[config.mk]
export PLATFORM = sky130hd
export DESIGN_NAME = abacus_top
export DESIGN_NICKNAME = d
export VERILOG_FILES = /design/src/logic/abacus_pkg.sv /design/src/logic/prof_event_if.sv /design/src/logic/issue_capture.sv /design/src/logic/instr_classifier.sv /design/src/logic/counter_bank.sv /design/src/logic/reg_access.sv /design/src/logic/abacus_top.sv
export SDC_FILE = /design/constraint.sdc
export NUM_CORES = 2
export LEC_CHECK = 0
export BUFFER_PORTS_ARGS = -buffer_cell sky130_fd_sc_hd__buf_2
export CORE_AREA = 2 2 261 263
export CTS_CLUSTER_SIZE = 8
export DETAILED_ROUTE_END_ITERATION = 10
export DIE_AREA = 0 0 263 265
export PLACE_DENSITY = 0.76
export SLEW_MARGIN = 10
export SYNTH_ARGS = -nofsm -noshare
export SYNTH_HDL_FRONTEND = slang
export SYNTH_HIERARCHICAL = 1
export SYNTH_SLANG_ARGS = --single-unit
[constraint.sdc]
create_clock -name S_AXI_ACLK -period 58.7 [get_ports S_AXI_ACLK]
set_clock_uncertainty 0.15 [all_clocks]
set_input_delay 2.935 -clock S_AXI_ACLK [delete_from_list [all_inputs] [get_ports S_AXI_ACLK]]
set_output_delay 2.935 -clock S_AXI_ACLK [all_outputs]
set_load 0.05 [all_outputs]
[src/logic/abacus_pkg.sv]
package abacus_pkg;

	// Bus and counter width
	localparam int unsigned data_w = 32;

	localparam int unsigned num_instr_classes = 11;
	localparam int unsigned num_stall_events = 9;

	// Instruction classes first, stall events after them
	localparam int unsigned num_counters = num_instr_classes + num_stall_events;

	typedef logic [4:0] cnt_idx_t;

	// Values double as counter indices 0 to 10
	typedef enum logic [3:0]
	{
		class_load,
		class_store,
		class_add,
		class_sub,
		class_logical,
		class_shift,
		class_compare,
		class_branch,
		class_jump,
		class_system,
		class_atomic,
		class_none
	} instr_class_e;

	// One instruction word, seen as R-type or I-type
	typedef union packed
	{
		struct packed
		{
			logic [6:0] funct7;
			logic [4:0] rs2;
			logic [4:0] rs1;
			logic [2:0] funct3;
			logic [4:0] rd;
			logic [6:0] opcode;
		} r;
		struct packed
		{
			logic [11:0] imm12;
			logic [4:0] rs1;
			logic [2:0] funct3;
			logic [4:0] rd;
			logic [6:0] opcode;
		} i;
	} rv_instr_u;

	// RV32 major opcodes
	localparam logic [6:0] op_load = 7'b0000011;
	localparam logic [6:0] op_store = 7'b0100011;
	localparam logic [6:0] op_op = 7'b0110011;
	localparam logic [6:0] op_op_imm = 7'b0010011;
	localparam logic [6:0] op_branch = 7'b1100011;
	localparam logic [6:0] op_jal = 7'b1101111;
	localparam logic [6:0] op_jalr = 7'b1100111;
	localparam logic [6:0] op_system = 7'b1110011;
	localparam logic [6:0] op_amo = 7'b0101111;

	// Register map, relative to the block base address
	localparam logic [31:0] instr_enable_off = 32'h0000_0004;
	localparam logic [31:0] stall_enable_off = 32'h0000_000C;
	localparam logic [31:0] instr_cnt_off = 32'h0000_0100;
	localparam logic [31:0] stall_cnt_off = 32'h0000_0300;

endpackage

[src/logic/prof_event_if.sv]
`timescale 1ns/1ps

// Payload is the raw word after capture and the decoded class after classify
interface prof_event_if import abacus_pkg::*;
#(
	parameter type payload_t = rv_instr_u
);

	logic instr_valid;
	payload_t payload;
	logic stall_valid;
	logic [num_stall_events-1:0] stall_vec;

	modport source
	(
		output instr_valid,
		output payload,
		output stall_valid,
		output stall_vec
	);

	modport sink
	(
		input instr_valid,
		input payload,
		input stall_valid,
		input stall_vec
	);

endinterface

[src/logic/issue_capture.sv]
`timescale 1ns/1ps

module issue_capture import abacus_pkg::*;
(
	input logic S_AXI_ACLK,
	input logic rst,
	input logic [data_w-1:0] instr_i,
	input logic instr_issued_i,
	input logic [num_stall_events-1:0] stall_i,
	prof_event_if.source ev_o
);

	logic any_stall;

	assign any_stall = |stall_i;

	// One strobe per cycle, no hold-off towards the core
	always_ff @(posedge S_AXI_ACLK or posedge rst)
	begin
		if (rst)
		begin
			ev_o.instr_valid <= 1'b0;
			ev_o.stall_valid <= 1'b0;
		end
		else
		begin
			ev_o.instr_valid <= instr_issued_i;
			ev_o.stall_valid <= any_stall;
		end
	end

	// Word and vector only load when they carry an event
	always_ff @(posedge S_AXI_ACLK)
	begin
		if (instr_issued_i)
			ev_o.payload <= instr_i;
		if (any_stall)
			ev_o.stall_vec <= stall_i;
	end

endmodule

[src/logic/instr_classifier.sv]
`timescale 1ns/1ps

module instr_classifier import abacus_pkg::*;
(
	input logic S_AXI_ACLK,
	input logic rst,
	prof_event_if.sink ev_i,
	prof_event_if.source ev_o
);

	rv_instr_u word;
	instr_class_e class_d;

	// Shared by OP and OP-IMM where sub_sel only matters for OP
	function automatic instr_class_e alu_class(input logic [2:0] funct3, input logic sub_sel);
		case (funct3)
			3'b000: alu_class = sub_sel ? class_sub : class_add;
			3'b001, 3'b101: alu_class = class_shift;
			3'b010, 3'b011: alu_class = class_compare;
			default: alu_class = class_logical;
		endcase
	endfunction

	assign word = ev_i.payload;

	always_comb
	begin
		case (word.i.opcode)
			op_load: class_d = class_load;
			op_store: class_d = class_store;
			op_op: class_d = alu_class(word.r.funct3, word.r.funct7[5]);
			// Upper bits here are immediate, never a sub selector
			op_op_imm: class_d = alu_class(word.i.funct3, 1'b0);
			op_branch: class_d = class_branch;
			op_jal, op_jalr: class_d = class_jump;
			op_system: class_d = class_system;
			op_amo: class_d = class_atomic;
			default: class_d = class_none;
		endcase
	end

	always_ff @(posedge S_AXI_ACLK or posedge rst)
	begin
		if (rst)
		begin
			ev_o.instr_valid <= 1'b0;
			ev_o.stall_valid <= 1'b0;
		end
		else
		begin
			ev_o.instr_valid <= ev_i.instr_valid;
			ev_o.stall_valid <= ev_i.stall_valid;
		end
	end

	always_ff @(posedge S_AXI_ACLK)
	begin
		if (ev_i.instr_valid)
			ev_o.payload <= class_d;
		if (ev_i.stall_valid)
			ev_o.stall_vec <= ev_i.stall_vec;
	end

	// An unknown word would silently fall into class_none
	a_word_known: assert property (@(posedge S_AXI_ACLK) disable iff (rst)
		ev_i.instr_valid |-> !$isunknown(word));

endmodule

[src/logic/counter_bank.sv]
`timescale 1ns/1ps

module counter_bank import abacus_pkg::*;
(
	input logic S_AXI_ACLK,
	input logic rst,
	prof_event_if.sink ev_i,
	input logic instr_en_i,
	input logic stall_en_i,
	input cnt_idx_t rd_idx_i,
	output logic [data_w-1:0] rd_data_o
);

	logic [data_w-1:0] cnt_q [num_counters];
	logic instr_hit;
	logic stall_hit;

	// class_none and anything past it is not counted
	assign instr_hit = instr_en_i && ev_i.instr_valid
		&& (int'(ev_i.payload) < num_instr_classes);
	assign stall_hit = stall_en_i && ev_i.stall_valid;

	// Counters wrap silently on overflow
	always_ff @(posedge S_AXI_ACLK or posedge rst)
	begin
		if (rst)
		begin
			for (int k = 0; k < num_counters; k++)
				cnt_q[k] <= '0;
		end
		else
		begin
			if (instr_hit)
				cnt_q[ev_i.payload] <= cnt_q[ev_i.payload] + 1'b1;
			// Several stall lines can fire together
			for (int j = 0; j < num_stall_events; j++)
			begin
				if (stall_hit && ev_i.stall_vec[j])
					cnt_q[num_instr_classes + j] <= cnt_q[num_instr_classes + j] + 1'b1;
			end
		end
	end

	always_comb
	begin
		rd_data_o = '0;
		if (rd_idx_i < cnt_idx_t'(num_counters))
			rd_data_o = cnt_q[rd_idx_i];
	end

	// Register decode parks the index at num_counters when no counter is addressed
	a_idx_in_range: assert property (@(posedge S_AXI_ACLK) disable iff (rst)
		rd_idx_i <= cnt_idx_t'(num_counters));

endmodule

[src/logic/reg_access.sv]
`timescale 1ns/1ps

module reg_access import abacus_pkg::*;
#(
	parameter logic [31:0] abacus_base_addr = 32'hF003_0000
)
(
	input logic S_AXI_ACLK,
	input logic rst,
	input logic wb_cyc_i,
	input logic wb_stb_i,
	input logic wb_we_i,
	input logic [31:0] wb_adr_i,
	input logic [data_w-1:0] wb_dat_i,
	input logic [data_w-1:0] rd_data_i,
	output logic [data_w-1:0] wb_dat_o,
	output logic wb_ack_o,
	output logic instr_en_o,
	output logic stall_en_o,
	output cnt_idx_t rd_idx_o
);

	logic req;
	logic wr;
	logic [31:0] rel;
	logic [31:0] instr_cnt_rel;
	logic [31:0] stall_cnt_rel;
	logic hit_instr_en;
	logic hit_stall_en;
	logic hit_instr_cnt;
	logic hit_stall_cnt;
	logic instr_en_q;
	logic stall_en_q;
	logic [data_w-1:0] rd_word;

	// New request only while no ack is pending
	assign req = wb_cyc_i && wb_stb_i && !wb_ack_o;
	assign wr = req && wb_we_i;

	assign rel = wb_adr_i - abacus_base_addr;
	assign instr_cnt_rel = rel - instr_cnt_off;
	assign stall_cnt_rel = rel - stall_cnt_off;

	assign hit_instr_en = (rel == instr_enable_off);
	assign hit_stall_en = (rel == stall_enable_off);
	// Below-range addresses wrap to large values and miss
	assign hit_instr_cnt = (instr_cnt_rel < 32'(4 * num_instr_classes)) && (rel[1:0] == 2'b00);
	assign hit_stall_cnt = (stall_cnt_rel < 32'(4 * num_stall_events)) && (rel[1:0] == 2'b00);

	always_comb
	begin
		rd_idx_o = cnt_idx_t'(num_counters);
		if (hit_instr_cnt)
			rd_idx_o = cnt_idx_t'(instr_cnt_rel >> 2);
		else if (hit_stall_cnt)
			rd_idx_o = cnt_idx_t'(num_instr_classes) + cnt_idx_t'(stall_cnt_rel >> 2);
	end

	always_comb
	begin
		rd_word = '0;
		if (hit_instr_en)
			rd_word = data_w'(instr_en_q);
		else if (hit_stall_en)
			rd_word = data_w'(stall_en_q);
		else if (hit_instr_cnt || hit_stall_cnt)
			rd_word = rd_data_i;
	end

	// Written enable already gates the increment on the write edge
	assign instr_en_o = (wr && hit_instr_en) ? wb_dat_i[0] : instr_en_q;
	assign stall_en_o = (wr && hit_stall_en) ? wb_dat_i[0] : stall_en_q;

	always_ff @(posedge S_AXI_ACLK or posedge rst)
	begin
		if (rst)
		begin
			wb_ack_o <= 1'b0;
			wb_dat_o <= '0;
			instr_en_q <= 1'b0;
			stall_en_q <= 1'b0;
		end
		else
		begin
			wb_ack_o <= req;
			wb_dat_o <= (req && !wb_we_i) ? rd_word : '0;
			instr_en_q <= instr_en_o;
			stall_en_q <= stall_en_o;
		end
	end

	// Address decode and direction need known bus values on an accepted request
	a_req_known: assert property (@(posedge S_AXI_ACLK) disable iff (rst)
		req |-> !$isunknown({wb_we_i, wb_adr_i}));

endmodule

[src/logic/abacus_top.sv]
`timescale 1ns/1ps

module abacus_top import abacus_pkg::*;
#(
	parameter logic [31:0] abacus_base_addr = 32'hF003_0000
)
(
	input logic S_AXI_ACLK,
	input logic rst,
	input logic [31:0] instr_i,
	input logic instr_issued_i,
	input logic [8:0] stall_i,
	input logic wb_cyc_i,
	input logic wb_stb_i,
	input logic wb_we_i,
	input logic [31:0] wb_adr_i,
	input logic [31:0] wb_dat_i,
	output logic [31:0] wb_dat_o,
	output logic wb_ack_o
);

	cnt_idx_t rd_idx;
	logic [data_w-1:0] rd_data;
	logic instr_en;
	logic stall_en;

	// Raw word between capture and classify, decoded class after that
	prof_event_if #(.payload_t(rv_instr_u)) cap_ev ();
	prof_event_if #(.payload_t(instr_class_e)) cls_ev ();

	issue_capture u_capture
	(
		.S_AXI_ACLK(S_AXI_ACLK),
		.rst(rst),
		.instr_i(instr_i),
		.instr_issued_i(instr_issued_i),
		.stall_i(stall_i),
		.ev_o(cap_ev)
	);

	instr_classifier u_classifier
	(
		.S_AXI_ACLK(S_AXI_ACLK),
		.rst(rst),
		.ev_i(cap_ev),
		.ev_o(cls_ev)
	);

	counter_bank u_counters
	(
		.S_AXI_ACLK(S_AXI_ACLK),
		.rst(rst),
		.ev_i(cls_ev),
		.instr_en_i(instr_en),
		.stall_en_i(stall_en),
		.rd_idx_i(rd_idx),
		.rd_data_o(rd_data)
	);

	reg_access #(.abacus_base_addr(abacus_base_addr)) u_regs
	(
		.S_AXI_ACLK(S_AXI_ACLK),
		.rst(rst),
		.wb_cyc_i(wb_cyc_i),
		.wb_stb_i(wb_stb_i),
		.wb_we_i(wb_we_i),
		.wb_adr_i(wb_adr_i),
		.wb_dat_i(wb_dat_i),
		.rd_data_i(rd_data),
		.wb_dat_o(wb_dat_o),
		.wb_ack_o(wb_ack_o),
		.instr_en_o(instr_en),
		.stall_en_o(stall_en),
		.rd_idx_o(rd_idx)
	);

endmodule

# Word level (Yosys, flattened, before mapping)

Index checks and enable logic that the tools add are counted.
Widths: inputs -> output; s select.

Logic and storage cells: 141
Output and inout port bits: 33
Input bits: 111
Register bits: 732

Mux-type cells: 32
$lt $le $gt $ge: 7
Bitwise gates (word level): 2
Reduce and logical (&&, ||, !) cells: 39
Equal/unequal tests: 15
Add/sub/neg operators: 14

Operators by type and width:

| cell                   | number |
|---|---|
| $bwmux 640             | 1 |
| $mux 32                | 19 |
| $add 32x1->32 const B  | 10 |
| $bmux 32 s5            | 2 |
| $mux 288               | 1 |
| $demux 32 s5           | 1 |
| $lt 32x6->1 const B    | 2 |
| $eq 32x3->1 const B    | 1 |
| $eq 32x4->1 const B    | 1 |
| $pmux 4 s8             | 1 |
| $sub 32x10->32 const B | 1 |
| $sub 32x32->32 const B | 1 |
| $sub 32x9->32 const B  | 1 |
| $eq 7x7->1 const B     | 4 |
| $eq 7x6->1 const B     | 3 |
| $logic_and 1x1->1      | 21 |
| $reduce_bool 2->1      | 9 |
| $pmux 4 s3             | 1 |
| $mux 5                 | 2 |
| $pmux 3 s3             | 1 |
| $reduce_or 9->1        | 1 |
| $eq 7x2->1 const B     | 1 |
| $eq 7x5->1 const B     | 1 |
| $eq 3x2->1 const B     | 2 |
| 16 further kinds       | 21 |

# Logic depth before layout (Yosys ltp)

Depth in word-level cells: 15
Depth in mapped cells: 23
Mapped depth without buffers: 18

# Hierarchy

Netlist, hierarchy kept.

By module, submodules not included:

| module           | sequential area each (um2) | cells an instance | instances | area each (um2) |
|---|---|---|---|---|
| counter_bank     | 16015.4                    | 2972              | 1         | 34580.7 |
| reg_access       | 875.8                      | 296               | 1         | 2677.6 |
| issue_capture    | 1281.2                     | 48                | 1         | 1305.0 |
| instr_classifier | 440.4                      | 40                | 1         | 609.3 |

# Worst setup path after synthesis

OpenSTA, ideal clock, no wires.

Path kind: input to register
From: input wb_adr_i[20]
To: register u_regs.wb_dat_o[0]
Path buffers: 5
Data required time: 58.430 ns
Path slack: 51.194 ns
Library setup time: 0.120 ns
Stages on the path: 18
Data arrival time: 7.236 ns
Cell sequence: buf_6 > or4_4 > buf_6 > o41ai_1 > o2111ai_1 > xnor2_1 > a2111oi_2 > nand2_1 > o21ai_0 > clkbuf_1 > buf_2 > buf_1 > mux4_2 > mux2i_1 > o22ai_1 > inv_1 > o311ai_0 > o211a_1

Longest elaborated chain between the ends: 15
Elaborated cells on any way between the ends: 22
Those cells by class: add/sub: 3; order compare: 3; eq/ne: 2; mux: 10; bitwise: 1; reduce/logical: 3

Ends and longest elaborated chain:

| what                                        | line               | RTL |
|---|---|---|
| start: declaration                          | abacus_top.sv:16   | `input logic [31:0] wb_adr_i,` |
| $sub 32x32->32 *                            | reg_access.sv:40   | `assign rel = wb_adr_i - abacus_base_addr;` |
| $sub 32x10->32                              | reg_access.sv:42   | `assign stall_cnt_rel = rel - stall_cnt_off;` |
| $lt 32x6->1                                 | reg_access.sv:48   | `assign hit_stall_cnt = (stall_cnt_rel < 32'(4 * num_stall_events)) && (rel[1:0] == 2'b00);` |
| $logic_and 1x1->1                           | reg_access.sv:48   |  |
| $mux 5                                      | reg_access.sv:55   | `else if (hit_stall_cnt)` |
| $mux 5 *                                    | reg_access.sv:53   | `if (hit_instr_cnt)` |
| via rd_idx[0]                               | abacus_top.sv:22   | `cnt_idx_t rd_idx;` |
| $not 5->6 (implied by the code)             | counter_bank.sv:48 | `rd_data_o = cnt_q[rd_idx_i];` |
| $bmux 32 s5                                 | counter_bank.sv:48 |  |
| $mux 32 (implied by the code) (2 in series) | counter_bank.sv:48 |  |
| $mux 32 *                                   | counter_bank.sv:47 | `if (rd_idx_i < cnt_idx_t'(num_counters))` |
| via rd_data[0]                              | abacus_top.sv:23   | `logic [data_w-1:0] rd_data;` |
| $mux 32 *                                   | reg_access.sv:66   | `else if (hit_instr_cnt \|\| hit_stall_cnt)` |
| $mux 32 *                                   | reg_access.sv:64   | `else if (hit_stall_en)` |
| $mux 32 *                                   | reg_access.sv:62   | `if (hit_instr_en)` |
| $mux 32 *                                   | reg_access.sv:86   | `wb_dat_o <= (req && !wb_we_i) ? rd_word : '0;` |
| end signal: assignment                      | reg_access.sv:86   |  |
| end: declaration                            | reg_access.sv:16   | `output logic [data_w-1:0] wb_dat_o,` |

Mark *: on every way through the listed nets, which the timed path passes. The rest lies on a longest branch. The select of a mux whose other input is x is not followed.
A chain may end at the register's enable or synchronous reset.

# Worst setup path in the final report

From: input wb_adr_i[16]
To: register u_regs.wb_dat_o[0]

The elaborated chain is that of the path after synthesis.

==> impl_metrics.toml <==
[setup_path]
path_class = "input pin to flop"
path_cells = "buf_2, ha_1, nand3_1, a311o_1, o211a_1, nor3_2, nand4b_1, a2111oi_2, nand2_1, o21ai_4, buf_4, buf_4, mux4_2, mux2i_1, o22ai_1, inv_1, o311ai_0, o211a_1"
critPathLaunchType = "input pin"
endpoint_kind = "flop"
crit_slowest_cell = "o21ai_4"
crit_fanout = 41
cp_num_buf_inv = 4
crit_family = "compound AO/OA/AOI/OAI gates"
worstPathRequired_ps = 59130
cp.arrival_ps = 9900
cp_slowest_stage_delay_ps = 800

[cells_and_area]
fillers = 5102
drive_gt1_frac = 0.2018
layout.nets = 3474
diodes = 0
area_delta_synth_final_pct = 8.768
layoutNonFillerInstCount = 4237
final_area_um2 = 41920

[timing]
rsz0062_at_grt = "false"
maxSlewHeadroom = 0.2044
setup_violations = 0
hold_viol = 0
period_share = 0.1613
tightestPinTransition_ps = 1189
maxSlewViolCount = 0
hold_slack_ps = 265.1
fin_crit_ps = 9471
tns_ps = 0
max_freq_mhz = 105.6

[global_route]
track_usage = 0.2941
grt_use_met3 = 0.06298
grt_max_degree = 184
met1_usage = 0.3914
grt_overflow = 0
use_met2 = 0.4660
grt_pass1_wl_um = 158700
grt_busiest_layer = "met2"
antenna_found_initial = 1
grt_pass1_vias = 27278

[detailed_routing]
drc_errors = 0
ant_nets = 0
viasPerCell = 6.465
routed_wl_um = 100400
vias = 27392
drtIter0Drc = 2709
dr.pass1.iters = 6
wl_per_cell_um = 23.69

[place]
dp_hpwl_um = 66170
dpl_cell_area_um2 = 39300
routabilityCongestion = 0.8820
dp_cells = 4122
portBuffers = 91

[clocking]
cts.sinks = 712
htree_levels = 3
cts_resized = 0
numCtsBuffers = 98
cts_root_buf = "clkbuf_16"
clk_pin_slew_ps = 50
clk_latency_ps = 650
clk_path_buf_depth = 3
ctsHoldBuffers = 0
cts_setup_buffers = 0
cts_tree = "done"

[pwr]
p_per_area_nw_per_um2 = 24.95
leakage_nw = 18.23
peakVddDrop_mv = 0.03055

[logic_synthesis]
syn_area_um2 = 38540
synthCells = 3335
syn_area_per_cell_um2 = 11.56
yosysWarnings = 6
syn_nets = 3460

[worst_hold_path]
hp-class = "flop to flop"

[floorplan]
initial_core_util = 0.5770
die_h_um = 265
core_area_um2 = 66800
rows = 95
fp.dieArea_um2 = 69700
io_pins = 144
chipWidth_um = 263

[status]
outcome = "completed"

[job]
maxCapViolations = 0
[metrics by stage]
stage               setup slack [ps]  power, mW    util
floorplan                      37690     0.5389       -
global placement               48750     0.5483  0.5882
detailed placement             48780     0.5487  0.5882
CTS                            49440      1.052  0.6276
global route                   48730      1.078  0.6276
finish                         49230      1.046  0.6276
[metal layers]
metal	wire (um)	vias to the layer above
met5	0	-
met1	39400	13841
met4	5098	0
met3	8437	259
li1	-	12103
met2	47450	1189
[report_power, final]
part,internal [mW],total (mW),switching [mW]
combinational,0.0122,0.0420,0.0298
clock,0.302,0.505,0.203
sequential,0.497,0.499,0.00182
[area by class of cell]
class	instances	area, um^2	area share
Sequential cell	712	17980	0.4289
Timing Repair Buffer	142	863.3	0.02059
Clock buffer	111	2565	0.06118
Inverter	40	157.7	0.003761
Multi-Input combinational cell	2355	19200	0.4580
Clock inverter	4	61.31	0.001462
Tap cell	873	1092	0.02606
[path summary, 6_finish.rpt]
check                                                                start                                        to  slack, ps  depth (start not counted)
worst max-delay path                                          wb_adr_i[16]              u_regs/wb_dat_o[0]$_DFF_PP0_      49230                         18
worst min-delay path                 u_capture/ev_o.stall_vec[7]$_DFFE_PP_  u_classifier/ev_o.stall_vec[7]$_DFFE_PP_        270                          0
worst max register to register  u_classifier/ev_o.payload[1]$_SDFFCE_PN1P_         u_counters/cnt_q[636]$_DFFE_PP0P_      52860                         10
worst min register to register       u_capture/ev_o.stall_vec[7]$_DFFE_PP_  u_classifier/ev_o.stall_vec[7]$_DFFE_PP_        270                          0
max in group asynchronous                                              rst         u_counters/cnt_q[380]$_DFFE_PP0P_      53030                          5
min in group asynchronous                                              rst   u_classifier/ev_o.stall_valid$_DFF_PP0_       2080                          2
[registers in the layout (all words and copies together), names as in the netlist]
register	cells
u_counters/cnt_q	640
u_classifier/ev_o.stall_vec	9
u_capture/ev_o.stall_vec	9
u_classifier/ev_o.instr_valid	1
u_regs/stall_en_q	1
u_capture/ev_o.instr_valid	1
u_capture/ev_o.payload	11
u_capture/ev_o.stall_valid	1
u_classifier/ev_o.payload	4
u_regs/wb_dat_o	32
u_regs/wb_ack_o	1
u_classifier/ev_o.stall_valid	1
u_regs/instr_en_q	1
[cells in the final DEF (no fill, tap or decap), types with 10 or more instances in the layout]
cell       instances
mux2_2            23
and2_4            30
nor4_1            12
nand4_1           65
xor2_1           101
ha_1              14
clkbuf_1          10
buf_4             49
and4_1            19
a21oi_1          178
o21ai_2           13
nand2b_1          14
nor2_1           296
o22ai_1           33
inv_1             37
dfrtp_1          679
a21oi_2           22
nand2_2           14
mux2i_1           64
mux4_1            15
o21ai_0          140
nand2_1          353
buf_2             91
or2_2             10
and2_1            13
nor3_1            27
o21ai_1           47
mux4_2           273
nand3_1          130
nor2b_1           10
xnor2_1          224
edfxtp_1          33
a22oi_1           62
and3_1            49
clkbuf_16        101
Note: power is estimated with default switching activity, not from simulation.
